[src/battleDisplayPkg.sv]
package battleDisplayPkg;

	typedef struct packed
	{
		logic [3:0] y; // Grid row, 1..8 drawn
		logic [3:0] x; // Grid column, 1..8 drawn
	} cellPos_t;

	typedef cellPos_t [3:0] shipCells_t; // Slot 0 in the low byte

	typedef struct packed
	{
		logic [9:0] row;
		logic [9:0] col;
		logic active; // Inside the 640x480 window
	} pixelPos_t;

	typedef struct packed
	{
		logic r;
		logic g;
		logic b;
	} rgb_t;

	typedef struct packed
	{
		logic [4:0] awaddr;
		logic awvalid;
		logic [31:0] wdata;
		logic [3:0] wstrb;
		logic wvalid;
		logic bready;
	} axiWrReq_t;

	typedef struct packed
	{
		logic awready;
		logic wready;
		logic [1:0] bresp;
		logic bvalid;
	} axiWrRsp_t;

	typedef struct packed
	{
		logic [4:0] araddr;
		logic arvalid;
		logic rready;
	} axiRdReq_t;

	typedef struct packed
	{
		logic arready;
		logic [31:0] rdata;
		logic [1:0] rresp;
		logic rvalid;
	} axiRdRsp_t;

	typedef enum logic [2:0]
	{
		SUBMARINE = 3'd0,
		CRUISER = 3'd1,
		SEAPLANE = 3'd2,
		BATTLESHIP = 3'd3,
		CARRIER = 3'd4
	} shipKind_e; // Ship index and register index

	typedef enum logic
	{
		IDLE = 1'b0,
		RESPOND = 1'b1
	} busState_e;

	// Screen mapping of the 8x8 map
	localparam logic [9:0] gridOrigin = 10'd16; // Border of cell 1 in both axes
	localparam logic [9:0] cellStepX = 10'd62;
	localparam logic [9:0] cellStepY = 10'd57;
	localparam logic [9:0] cellWidth = 10'd54;
	localparam logic [9:0] cellHeight = 10'd49;

	localparam logic [1:0] respOkay = 2'b00;
	localparam logic [1:0] respSlvErr = 2'b10;

	localparam rgb_t shipColor [5] = '{
		'{r: 1'b0, g: 1'b1, b: 1'b0}, // Submarine green
		'{r: 1'b1, g: 1'b0, b: 1'b0}, // Cruiser red
		'{r: 1'b1, g: 1'b1, b: 1'b0}, // Seaplane yellow
		'{r: 1'b1, g: 1'b0, b: 1'b1}, // Battleship violet
		'{r: 1'b0, g: 1'b1, b: 1'b1}  // Carrier cyan
	};

endpackage
[src/battleDisplayTop.sv]
`timescale 1ns/1ps

module battleDisplayTop
	import battleDisplayPkg::*;
#(
	parameter int shipCount = 5,
	parameter int hActive = 640,
	parameter int hFront = 16,
	parameter int hSync = 96,
	parameter int hBack = 48,
	parameter int vActive = 480,
	parameter int vFront = 10,
	parameter int vSync = 2,
	parameter int vBack = 33
)
(
	input logic clk,
	input logic rstN,
	input axiWrReq_t wrReq,
	output axiWrRsp_t wrRsp,
	input axiRdReq_t rdReq,
	output axiRdRsp_t rdRsp,
	output rgb_t rgb,
	output logic hsync,
	output logic vsync,
	output logic videoActive
);

	shipCells_t [shipCount-1:0] ships; // One register per ship kind
	pixelPos_t pixel;
	logic hsyncRaw;
	logic vsyncRaw;
	logic [shipCount-1:0] hits;

	fleetRegs #(.shipCount(shipCount)) uRegs (.clk(clk), .rstN(rstN), .wrReq(wrReq),
		.wrRsp(wrRsp), .rdReq(rdReq), .rdRsp(rdRsp), .ships(ships));

	vgaTiming #(.hActive(hActive), .hFront(hFront), .hSync(hSync), .hBack(hBack),
		.vActive(vActive), .vFront(vFront), .vSync(vSync), .vBack(vBack)) uTiming (.clk(clk),
		.rstN(rstN), .pixel(pixel), .hsync(hsyncRaw), .vsync(vsyncRaw));

	// Ship length sets how many slots each renderer draws
	shipRenderer #(.cellCount(1)) uSubmarine (.clk(clk), .rstN(rstN),
		.cells(ships[SUBMARINE]), .pixel(pixel), .hit(hits[SUBMARINE]));
	shipRenderer #(.cellCount(2)) uCruiser (.clk(clk), .rstN(rstN),
		.cells(ships[CRUISER]), .pixel(pixel), .hit(hits[CRUISER]));
	shipRenderer #(.cellCount(3)) uSeaplane (.clk(clk), .rstN(rstN),
		.cells(ships[SEAPLANE]), .pixel(pixel), .hit(hits[SEAPLANE]));
	shipRenderer #(.cellCount(4)) uBattleship (.clk(clk), .rstN(rstN),
		.cells(ships[BATTLESHIP]), .pixel(pixel), .hit(hits[BATTLESHIP]));
	shipRenderer #(.cellCount(4)) uCarrier (.clk(clk), .rstN(rstN),
		.cells(ships[CARRIER]), .pixel(pixel), .hit(hits[CARRIER]));

	pixelCompositor #(.shipCount(shipCount)) uCompositor (.clk(clk), .rstN(rstN),
		.hits(hits), .pixel(pixel), .hsyncIn(hsyncRaw), .vsyncIn(vsyncRaw), .rgb(rgb),
		.hsync(hsync), .vsync(vsync), .videoActive(videoActive));

endmodule

[src/pixelCompositor.sv]
`timescale 1ns/1ps

module pixelCompositor
	import battleDisplayPkg::*;
#(
	parameter int shipCount = 5
)
(
	input logic clk,
	input logic rstN,
	input logic [shipCount-1:0] hits,
	input pixelPos_t pixel,
	input logic hsyncIn,
	input logic vsyncIn,
	output rgb_t rgb,
	output logic hsync,
	output logic vsync,
	output logic videoActive
);

	shipKind_e winner; // Lowest index ship with a hit
	logic anyHit;
	rgb_t color;

	always_comb
	begin
		winner = SUBMARINE;
		anyHit = 1'b0;
		for (int i = shipCount - 1; i >= 0; i--)
		begin
			if (hits[i])
			begin
				winner = shipKind_e'(i); // Later match is lower index and wins
				anyHit = 1'b1;
			end
		end
		color = (anyHit && pixel.active) ? shipColor[winner] : '0; // Black background and blanking
	end

	always_ff @(posedge clk or negedge rstN)
	begin
		if (!rstN)
		begin
			rgb <= '0;
			hsync <= 1'b1;
			vsync <= 1'b1;
			videoActive <= 1'b0;
		end
		else
		begin
			rgb <= color;
			hsync <= hsyncIn; // Delayed to match rgb
			vsync <= vsyncIn;
			videoActive <= pixel.active;
		end
	end

endmodule

[src/shipRenderer.sv]
`timescale 1ns/1ps

module shipRenderer
	import battleDisplayPkg::*;
#(
	parameter int cellCount = 4
)
(
	input logic clk,
	input logic rstN,
	input shipCells_t cells,
	input pixelPos_t pixel,
	output logic hit
);

	logic [9:0] borderLeft [cellCount]; // Left pixel border per slot
	logic [9:0] borderDown [cellCount]; // Lower pixel border per slot
	logic [cellCount-1:0] drawn; // Slot holds a real map cell
	logic [cellCount-1:0] slotHit;

	for (genvar s = 0; s < cellCount; s++)
	begin : gSlot
		cellPos_t slotCell;
		logic slotValid;

		assign slotCell = cells[s];
		assign slotValid = (slotCell.x >= 4'd1) && (slotCell.x <= 4'd8)
			&& (slotCell.y >= 4'd1) && (slotCell.y <= 4'd8); // 0 and 9..15 hide the slot

		always_ff @(posedge clk or negedge rstN)
		begin
			if (!rstN)
			begin
				drawn[s] <= 1'b0;
			end
			else
			begin
				drawn[s] <= slotValid;
			end
		end

		// Border of cell n is origin + (n-1) steps
		always_ff @(posedge clk)
		begin
			borderLeft[s] <= gridOrigin + (10'(slotCell.x) - 10'd1) * cellStepX;
			borderDown[s] <= gridOrigin + (10'(slotCell.y) - 10'd1) * cellStepY;
		end

		// Strictly inside all four borders
		assign slotHit[s] = drawn[s]
			&& (pixel.col > borderLeft[s]) && (pixel.col < borderLeft[s] + cellWidth)
			&& (pixel.row > borderDown[s]) && (pixel.row < borderDown[s] + cellHeight);
	end

	assign hit = |slotHit; // Any drawn cell of this ship

endmodule

[src/vgaTiming.sv]
`timescale 1ns/1ps

module vgaTiming
	import battleDisplayPkg::*;
#(
	parameter int hActive = 640,
	parameter int hFront = 16,
	parameter int hSync = 96,
	parameter int hBack = 48,
	parameter int vActive = 480,
	parameter int vFront = 10,
	parameter int vSync = 2,
	parameter int vBack = 33
)
(
	input logic clk,
	input logic rstN,
	output pixelPos_t pixel,
	output logic hsync,
	output logic vsync
);

	localparam logic [9:0] hLast = 10'(hActive + hFront + hSync + hBack - 1); // 799
	localparam logic [9:0] vLast = 10'(vActive + vFront + vSync + vBack - 1); // 524
	localparam logic [9:0] hSyncStart = 10'(hActive + hFront);
	localparam logic [9:0] hSyncEnd = 10'(hActive + hFront + hSync); // First cycle after pulse
	localparam logic [9:0] vSyncStart = 10'(vActive + vFront);
	localparam logic [9:0] vSyncEnd = 10'(vActive + vFront + vSync);
	localparam logic [9:0] hVisible = 10'(hActive);
	localparam logic [9:0] vVisible = 10'(vActive);

	logic [9:0] hCnt;
	logic [9:0] vCnt;
	logic [9:0] hNext;
	logic [9:0] vNext;
	logic activeQ;

	always_comb
	begin
		hNext = hCnt + 10'd1;
		vNext = vCnt;
		if (hCnt == hLast)
		begin
			hNext = '0; // Line wrap steps the row
			vNext = (vCnt == vLast) ? 10'd0 : vCnt + 10'd1;
		end
	end

	// Flags are registered from the next count so they line up with the counters
	always_ff @(posedge clk or negedge rstN)
	begin
		if (!rstN)
		begin
			hCnt <= '0;
			vCnt <= '0;
			activeQ <= 1'b1; // Pixel (0,0) is visible
			hsync <= 1'b1;
			vsync <= 1'b1;
		end
		else
		begin
			hCnt <= hNext;
			vCnt <= vNext;
			activeQ <= (hNext < hVisible) && (vNext < vVisible);
			hsync <= !((hNext >= hSyncStart) && (hNext < hSyncEnd)); // Active low
			vsync <= !((vNext >= vSyncStart) && (vNext < vSyncEnd));
		end
	end

	always_comb
	begin
		pixel.row = vCnt;
		pixel.col = hCnt;
		pixel.active = activeQ;
	end

endmodule

[src/fleetRegs.sv]
`timescale 1ns/1ps

module fleetRegs
	import battleDisplayPkg::*;
#(
	parameter int shipCount = 5
)
(
	input logic clk,
	input logic rstN,
	input axiWrReq_t wrReq,
	output axiWrRsp_t wrRsp,
	input axiRdReq_t rdReq,
	output axiRdRsp_t rdRsp,
	output shipCells_t [shipCount-1:0] ships
);

	busState_e wrState; // Write channel FSM
	busState_e rdState; // Read channel FSM
	logic [1:0] bresp; // Held until bready
	logic [1:0] rresp; // Held until rready
	logic [31:0] rdata;

	logic [2:0] wrIdx;
	logic [2:0] rdIdx;
	logic wrHit; // Write address maps to a ship register
	logic rdHit;
	logic wrFire; // AW and W taken together
	logic rdFire;

	assign wrIdx = wrReq.awaddr[4:2];
	assign rdIdx = rdReq.araddr[4:2];
	assign wrHit = (wrReq.awaddr[1:0] == 2'b00) && (int'(wrIdx) < shipCount); // Word aligned only
	assign rdHit = (rdReq.araddr[1:0] == 2'b00) && (int'(rdIdx) < shipCount);
	assign wrFire = (wrState == IDLE) && wrReq.awvalid && wrReq.wvalid;
	assign rdFire = (rdState == IDLE) && rdReq.arvalid;

	always_ff @(posedge clk or negedge rstN)
	begin
		if (!rstN)
		begin
			wrState <= IDLE;
			bresp <= respOkay;
			ships <= '0; // Nothing drawn
		end
		else
		begin
			case (wrState)
				IDLE:
				begin
					if (wrFire)
					begin
						wrState <= RESPOND; // bvalid next cycle
						bresp <= wrHit ? respOkay : respSlvErr;
						if (wrHit)
						begin
							for (int b = 0; b < 4; b++)
							begin
								if (wrReq.wstrb[b])
								begin
									ships[wrIdx][b] <= wrReq.wdata[b*8 +: 8]; // One slot per byte
								end
							end
						end
					end
				end
				RESPOND:
				begin
					if (wrReq.bready)
					begin
						wrState <= IDLE;
					end
				end
				default: wrState <= IDLE;
			endcase
		end
	end

	always_ff @(posedge clk or negedge rstN)
	begin
		if (!rstN)
		begin
			rdState <= IDLE;
			rresp <= respOkay;
		end
		else
		begin
			case (rdState)
				IDLE:
				begin
					if (rdFire)
					begin
						rdState <= RESPOND;
						rresp <= rdHit ? respOkay : respSlvErr;
					end
				end
				RESPOND:
				begin
					if (rdReq.rready)
					begin
						rdState <= IDLE;
					end
				end
				default: rdState <= IDLE;
			endcase
		end
	end

	always_ff @(posedge clk)
	begin
		if (rdFire)
		begin
			rdata <= rdHit ? ships[rdIdx] : '0; // Bad address reads zero
		end
	end

	always_comb
	begin
		wrRsp.awready = wrFire; // One cycle pulse with wready
		wrRsp.wready = wrFire;
		wrRsp.bresp = bresp;
		wrRsp.bvalid = (wrState == RESPOND);
		rdRsp.arready = (rdState == IDLE);
		rdRsp.rdata = rdata;
		rdRsp.rresp = rresp;
		rdRsp.rvalid = (rdState == RESPOND);
	end

endmodule

[config.mk]
export PLATFORM = sky130hd
export DESIGN_NAME = battleDisplayTop
export DESIGN_NICKNAME = d
export VERILOG_FILES = /design/src/battleDisplayPkg.sv /design/src/battleDisplayTop.sv /design/src/pixelCompositor.sv /design/src/shipRenderer.sv /design/src/vgaTiming.sv /design/src/fleetRegs.sv
export SDC_FILE = /design/constraint.sdc
export NUM_CORES = 2
export LEC_CHECK = 0
export BUFFER_PORTS_ARGS = -buffer_cell sky130_fd_sc_hd__buf_2
export CORE_ASPECT_RATIO = 1.2
export CORE_MARGIN = 2
export CORE_UTILIZATION = 59
export CTS_CLUSTER_DIAMETER = 50
export DETAILED_ROUTE_END_ITERATION = 10
export PLACE_DENSITY_LB_ADDON = 0.2
export SLEW_MARGIN = 25
export SYNTH_ARGS = -nofsm -noshare
export SYNTH_HDL_FRONTEND = slang
export SYNTH_SLANG_ARGS = --single-unit
[constraint.sdc]
create_clock -name clk -period 3.9 [get_ports clk]
set_input_delay 0.195 -clock clk [delete_from_list [all_inputs] [get_ports clk]]
set_output_delay 0.195 -clock clk [all_outputs]
set_load 0.03 [all_outputs]
==> metrics.log <==
INFO  metric register_area = 11500 sq um
INFO  metric cts_tree = yes
INFO  metric cts_inserted_buffers = roughly 70
INFO  metric final.min_clock_period = approximately 3.8 ns
INFO  metric multiInputGateArea = between 30000 and 40000 sq um
INFO  metric layout-drive-gt1-share = between 15 and 20%
INFO  metric worst_path_most_repeated_cell = sky130_fd_sc_hd__inv_1
INFO  metric cp.arrival = ~4.3 ns
INFO  metric postSynth.topFlopCell = sky130_fd_sc_hd__dfxtp_1
INFO  metric synth.yosys.warnings = 0
INFO  metric area_growth_syn_to_layout = 15.6%
INFO  metric clockRootBuffer = sky130_fd_sc_hd__clkbuf_16
INFO  metric route.vias.total = 37325
INFO  metric maxSlewHeadroom = 26.7%
INFO  metric clk_latency = approximately 0.63 ns
INFO  metric antenna_found_initial = 0
INFO  metric netlist_instances = roughly 5100
INFO  metric synth_top_area_share = about a quarter
INFO  metric cp_slowest_cell = sky130_fd_sc_hd__fa_1
INFO  metric hold_path.startpoint = rdReq[1]
INFO  metric cp-start-kind = register
INFO  metric async_reset_ff_share = 41.0%
INFO  metric layout.core_utilization = between 60% and 70%
INFO  metric irDropWorstVdd = ~340 uV
INFO  metric syn_area_per_cell = slightly below 10 sq um
INFO  metric maximum_number_of_pins_on_one_net_before_global_route_repair = 93
INFO  metric initial_utilization = 59.4%
INFO  metric crit_path_capture_type = register
INFO  metric synth_edf_count = 32
INFO  metric setup-tns-final = 0 ns
INFO  metric detailed_route_wl = 121000 um
INFO  metric period_share = just under 100%
INFO  metric wire_length_of_the_first_global_routing_pass = ~200000 um
INFO  metric grt_remaining_overflow = 0
INFO  metric final_max_slew_viol_count = 0
INFO  metric die_area = between 80000 and 90000 sq um
INFO  metric tritoncts_num_sinks = just over 500
INFO  metric ant_nets = 0
INFO  metric synth_top_area_cell = sky130_fd_sc_hd__ha_1
INFO  metric worst-path-buf-inv = 3
INFO  metric die-height = about 320 um
INFO  metric final_clock_skew = 0.0332 ns
INFO  metric gp_congestion = 0.902
INFO  metric timing.hold.worst.class = primary input to register
INFO  metric die_w = roughly 270 um
INFO  metric worst_setup_path_startpoint = uRegs.ships[32]
INFO  metric nets = about 6800
INFO  metric cp_cell_sequence = inv_1, ha_1, xor2_2, ha_1, inv_1, fa_2, fa_1, inv_1, ha_4, a21oi_1, o21bai_2, xor2_1, and2_4, nand3_1, xnor2_1
INFO  metric power_leakage = between 0.02 and 0.03 uW
INFO  metric unrepaired_setup_endpoints_after_global_routing = yes
INFO  metric fp.coreArea = about 82000 sq um
INFO  metric io_pins = 100
INFO  metric outcome = finished clean
INFO  metric num-fill-cells = ~6400
INFO  metric drv_cap = 0
INFO  metric synth.top_cells.by_area = sky130_fd_sc_hd__ha_1 (26%), sky130_fd_sc_hd__dfxtp_1 (11%), sky130_fd_sc_hd__dfrtp_1 (10%)
INFO  metric finalHoldViolations = 0
INFO  metric placement_rows = between 100 and 150
INFO  metric ys_ff_latch = a little over 500
INFO  metric place_hpwl = approximately 95000 um
INFO  metric timing_worst_slew_pin_value = 1.10 ns
INFO  metric r2r-start = uRegs.ships[32]
INFO  metric route.detailed.drc = 0
INFO  metric worst-setup-path-type = register to register
INFO  metric maxClockFrequency = about 0.27 GHz
INFO  metric required = around 4.4 ns
INFO  metric avgRoutedWirePerCell = between 15 and 20 um
INFO  metric detail_route.first_pass.iterations = 5
INFO  metric synth_cell_type_count = between 70 and 80
INFO  metric cts_buffer_depth = 3
INFO  metric clk_transition_reported_paths = around 0.060 ns
INFO  metric port_buffers = 97
INFO  metric detail_route.vias_per_cell = roughly 5.6
INFO  metric netlist_area = just under 50000 sq um
INFO  metric groute.usage.overall = 28.7%
INFO  metric power_density = 475 nW/um^2
INFO  metric finalSetupViolCount = 0
INFO  metric cts_max_level = 3
INFO  metric cp_top_family = adder cells
INFO  metric first_global_vias = 38183
INFO  metric cpPeakStageDelay = about 0.50 ns
INFO  metric detail_route.iter0.violations = roughly 1800
INFO  metric fin_total_pwr = 26700 uW
INFO  metric synth.yosys.seq_area_share = 23.6%
INFO  metric path_max_fanout = 4
==> registers in the layout, indices dropped and copies added (netlist names), 2 cells and up <==
register	count
uCarrier.drawn	4
uSeaplane.borderDown	30
uCruiser.drawn	2
uCompositor.rgb	3
uSubmarine.borderLeft	9
uBattleship.drawn	4
uCruiser.borderLeft	18
uTiming.hCnt	10
uTiming.vCnt	10
uCruiser.borderDown	20
uBattleship.borderDown	40
uCarrier.borderLeft	36
uSeaplane.borderLeft	27
uRegs.rdata	32
uCarrier.borderDown	40
uRegs.ships	160
uSeaplane.drawn	3
uBattleship.borderLeft	36
uSubmarine.borderDown	10
==> layout make-up <==
type                    instances  share of cell area (%)
multi-input cells            3829                    62.7
inverters                     663                    4.42
well taps                    1053                    2.34
clock inverters                49                   0.868
repair buffers                442                    5.74
diodes                          1                 0.00445
clock buffers                  84                    3.47
flip-flops and latches        505                    20.5
==> routing by layer <==
layer / GRT usage, % / wire (um) / vias up
li1: - / - / 18299
met2: 50.6 / 59900 / 787
met3: 3.44 / 5090 / 230
met4: 11.3 / 4660 / 0
met5: 0 / 0 / -
met1: 35.7 / 51800 / 18009
==> where the power goes <==
group | total [uW] | internal [uW] | switching, uW | leakage [uW]
clock network | 6650 | 3990 | 2660 | 0.00120
registers | 7260 | 6370 | 885 | 0.00496
logic | 12800 | 6020 | 6800 | 0.0221
total | 26700 | 16400 | 10300 | 0.0283
==> Yosys cell counts (all sizes together) (70+ instances only) <==
| library cell | n |
|---|---|
| inv | 663 |
| ha | 1026 |
| nand3 | 101 |
| nor2 | 193 |
| nor3 | 70 |
| nand2 | 254 |
| o21ai | 189 |
| a21oi | 271 |
| dfxtp | 266 |
| dfrtp | 202 |
| mux2 | 115 |
| xor2 | 172 |
| nand4 | 94 |
| xnor2 | 483 |
| a21o | 102 |
| fa | 177 |
==> cell usage in the layout, fill, tap and decap left out, types with 148 or more instances in the layout <==
master / Yosys / final
sky130_fd_sc_hd__o21ai_0: 189 / 189
sky130_fd_sc_hd__inv_1: 663 / 630
sky130_fd_sc_hd__nand2_1: 254 / 253
sky130_fd_sc_hd__dfrtp_1: 202 / 172
sky130_fd_sc_hd__a21oi_1: 271 / 253
sky130_fd_sc_hd__xor2_1: 172 / 148
sky130_fd_sc_hd__fa_1: 177 / 171
sky130_fd_sc_hd__xnor2_1: 483 / 470
sky130_fd_sc_hd__buf_4: 6 / 300
sky130_fd_sc_hd__ha_1: 1026 / 1001
sky130_fd_sc_hd__dfxtp_1: 266 / 266
sky130_fd_sc_hd__nor2_1: 193 / 191
==> path summary, 6_finish.rpt <==
check                                                 end  cells past startpoint  slack (ns)
worst max register to register  uCruiser.borderLeft[0][9]                     15        0.14
worst max-delay path            uCruiser.borderLeft[0][9]                     15        0.14
worst min register to register          uCompositor.hsync                      0        0.36
worst min-delay path                      uRegs.rdata[26]                      2        0.15
min in group asynchronous               uCarrier.drawn[0]                      2        0.18
max in group asynchronous                 uRegs.ships[84]                      3        2.72
==> stage by stage <==
stage	cells	hold WS (ns)	setup slack, ns	cell area, sq um
6_report	6626	0.155	0.142	56200
5_1_grt	6625	0.140	-0.0469	56200
3_3_place_gp	6416	0.271	0.0714	52400
2_1_floorplan	5058	-0.101	-0.0200	48700
3_5_place_dp	6416	0.271	-0.00934	52400
4_1_cts	6591	0.119	0.0141	55200
==> cells by family (layout without fill, tap and decap cells) <==
group / after synthesis / in the layout / share of synthesized area (%)
fa+ha+maj: 1203 / 1203 / 33.7
flops: 505 / 505 / 23.6
other cells: 1 / 3 / 0.00771
buf+inv: 724 / 1238 / 5.63
mux: 181 / 181 / 4.84
simple gates: 970 / 970 / 10.0
xor+xnor: 655 / 655 / 11.8
compound gates: 818 / 818 / 10.4
==> timing repair <==
item | in CTS | in global routing
hold buffers | 42 | 0
setup endpoints to repair | 8 | 45
endpoints found under the hold margin | 249 | 0
pin swaps | 0 | 56
buffers inserted | 0 | 34
cloned | 0 | 0
gates resized for setup | 11 | 158
Power figures use the tool's default switching activity.
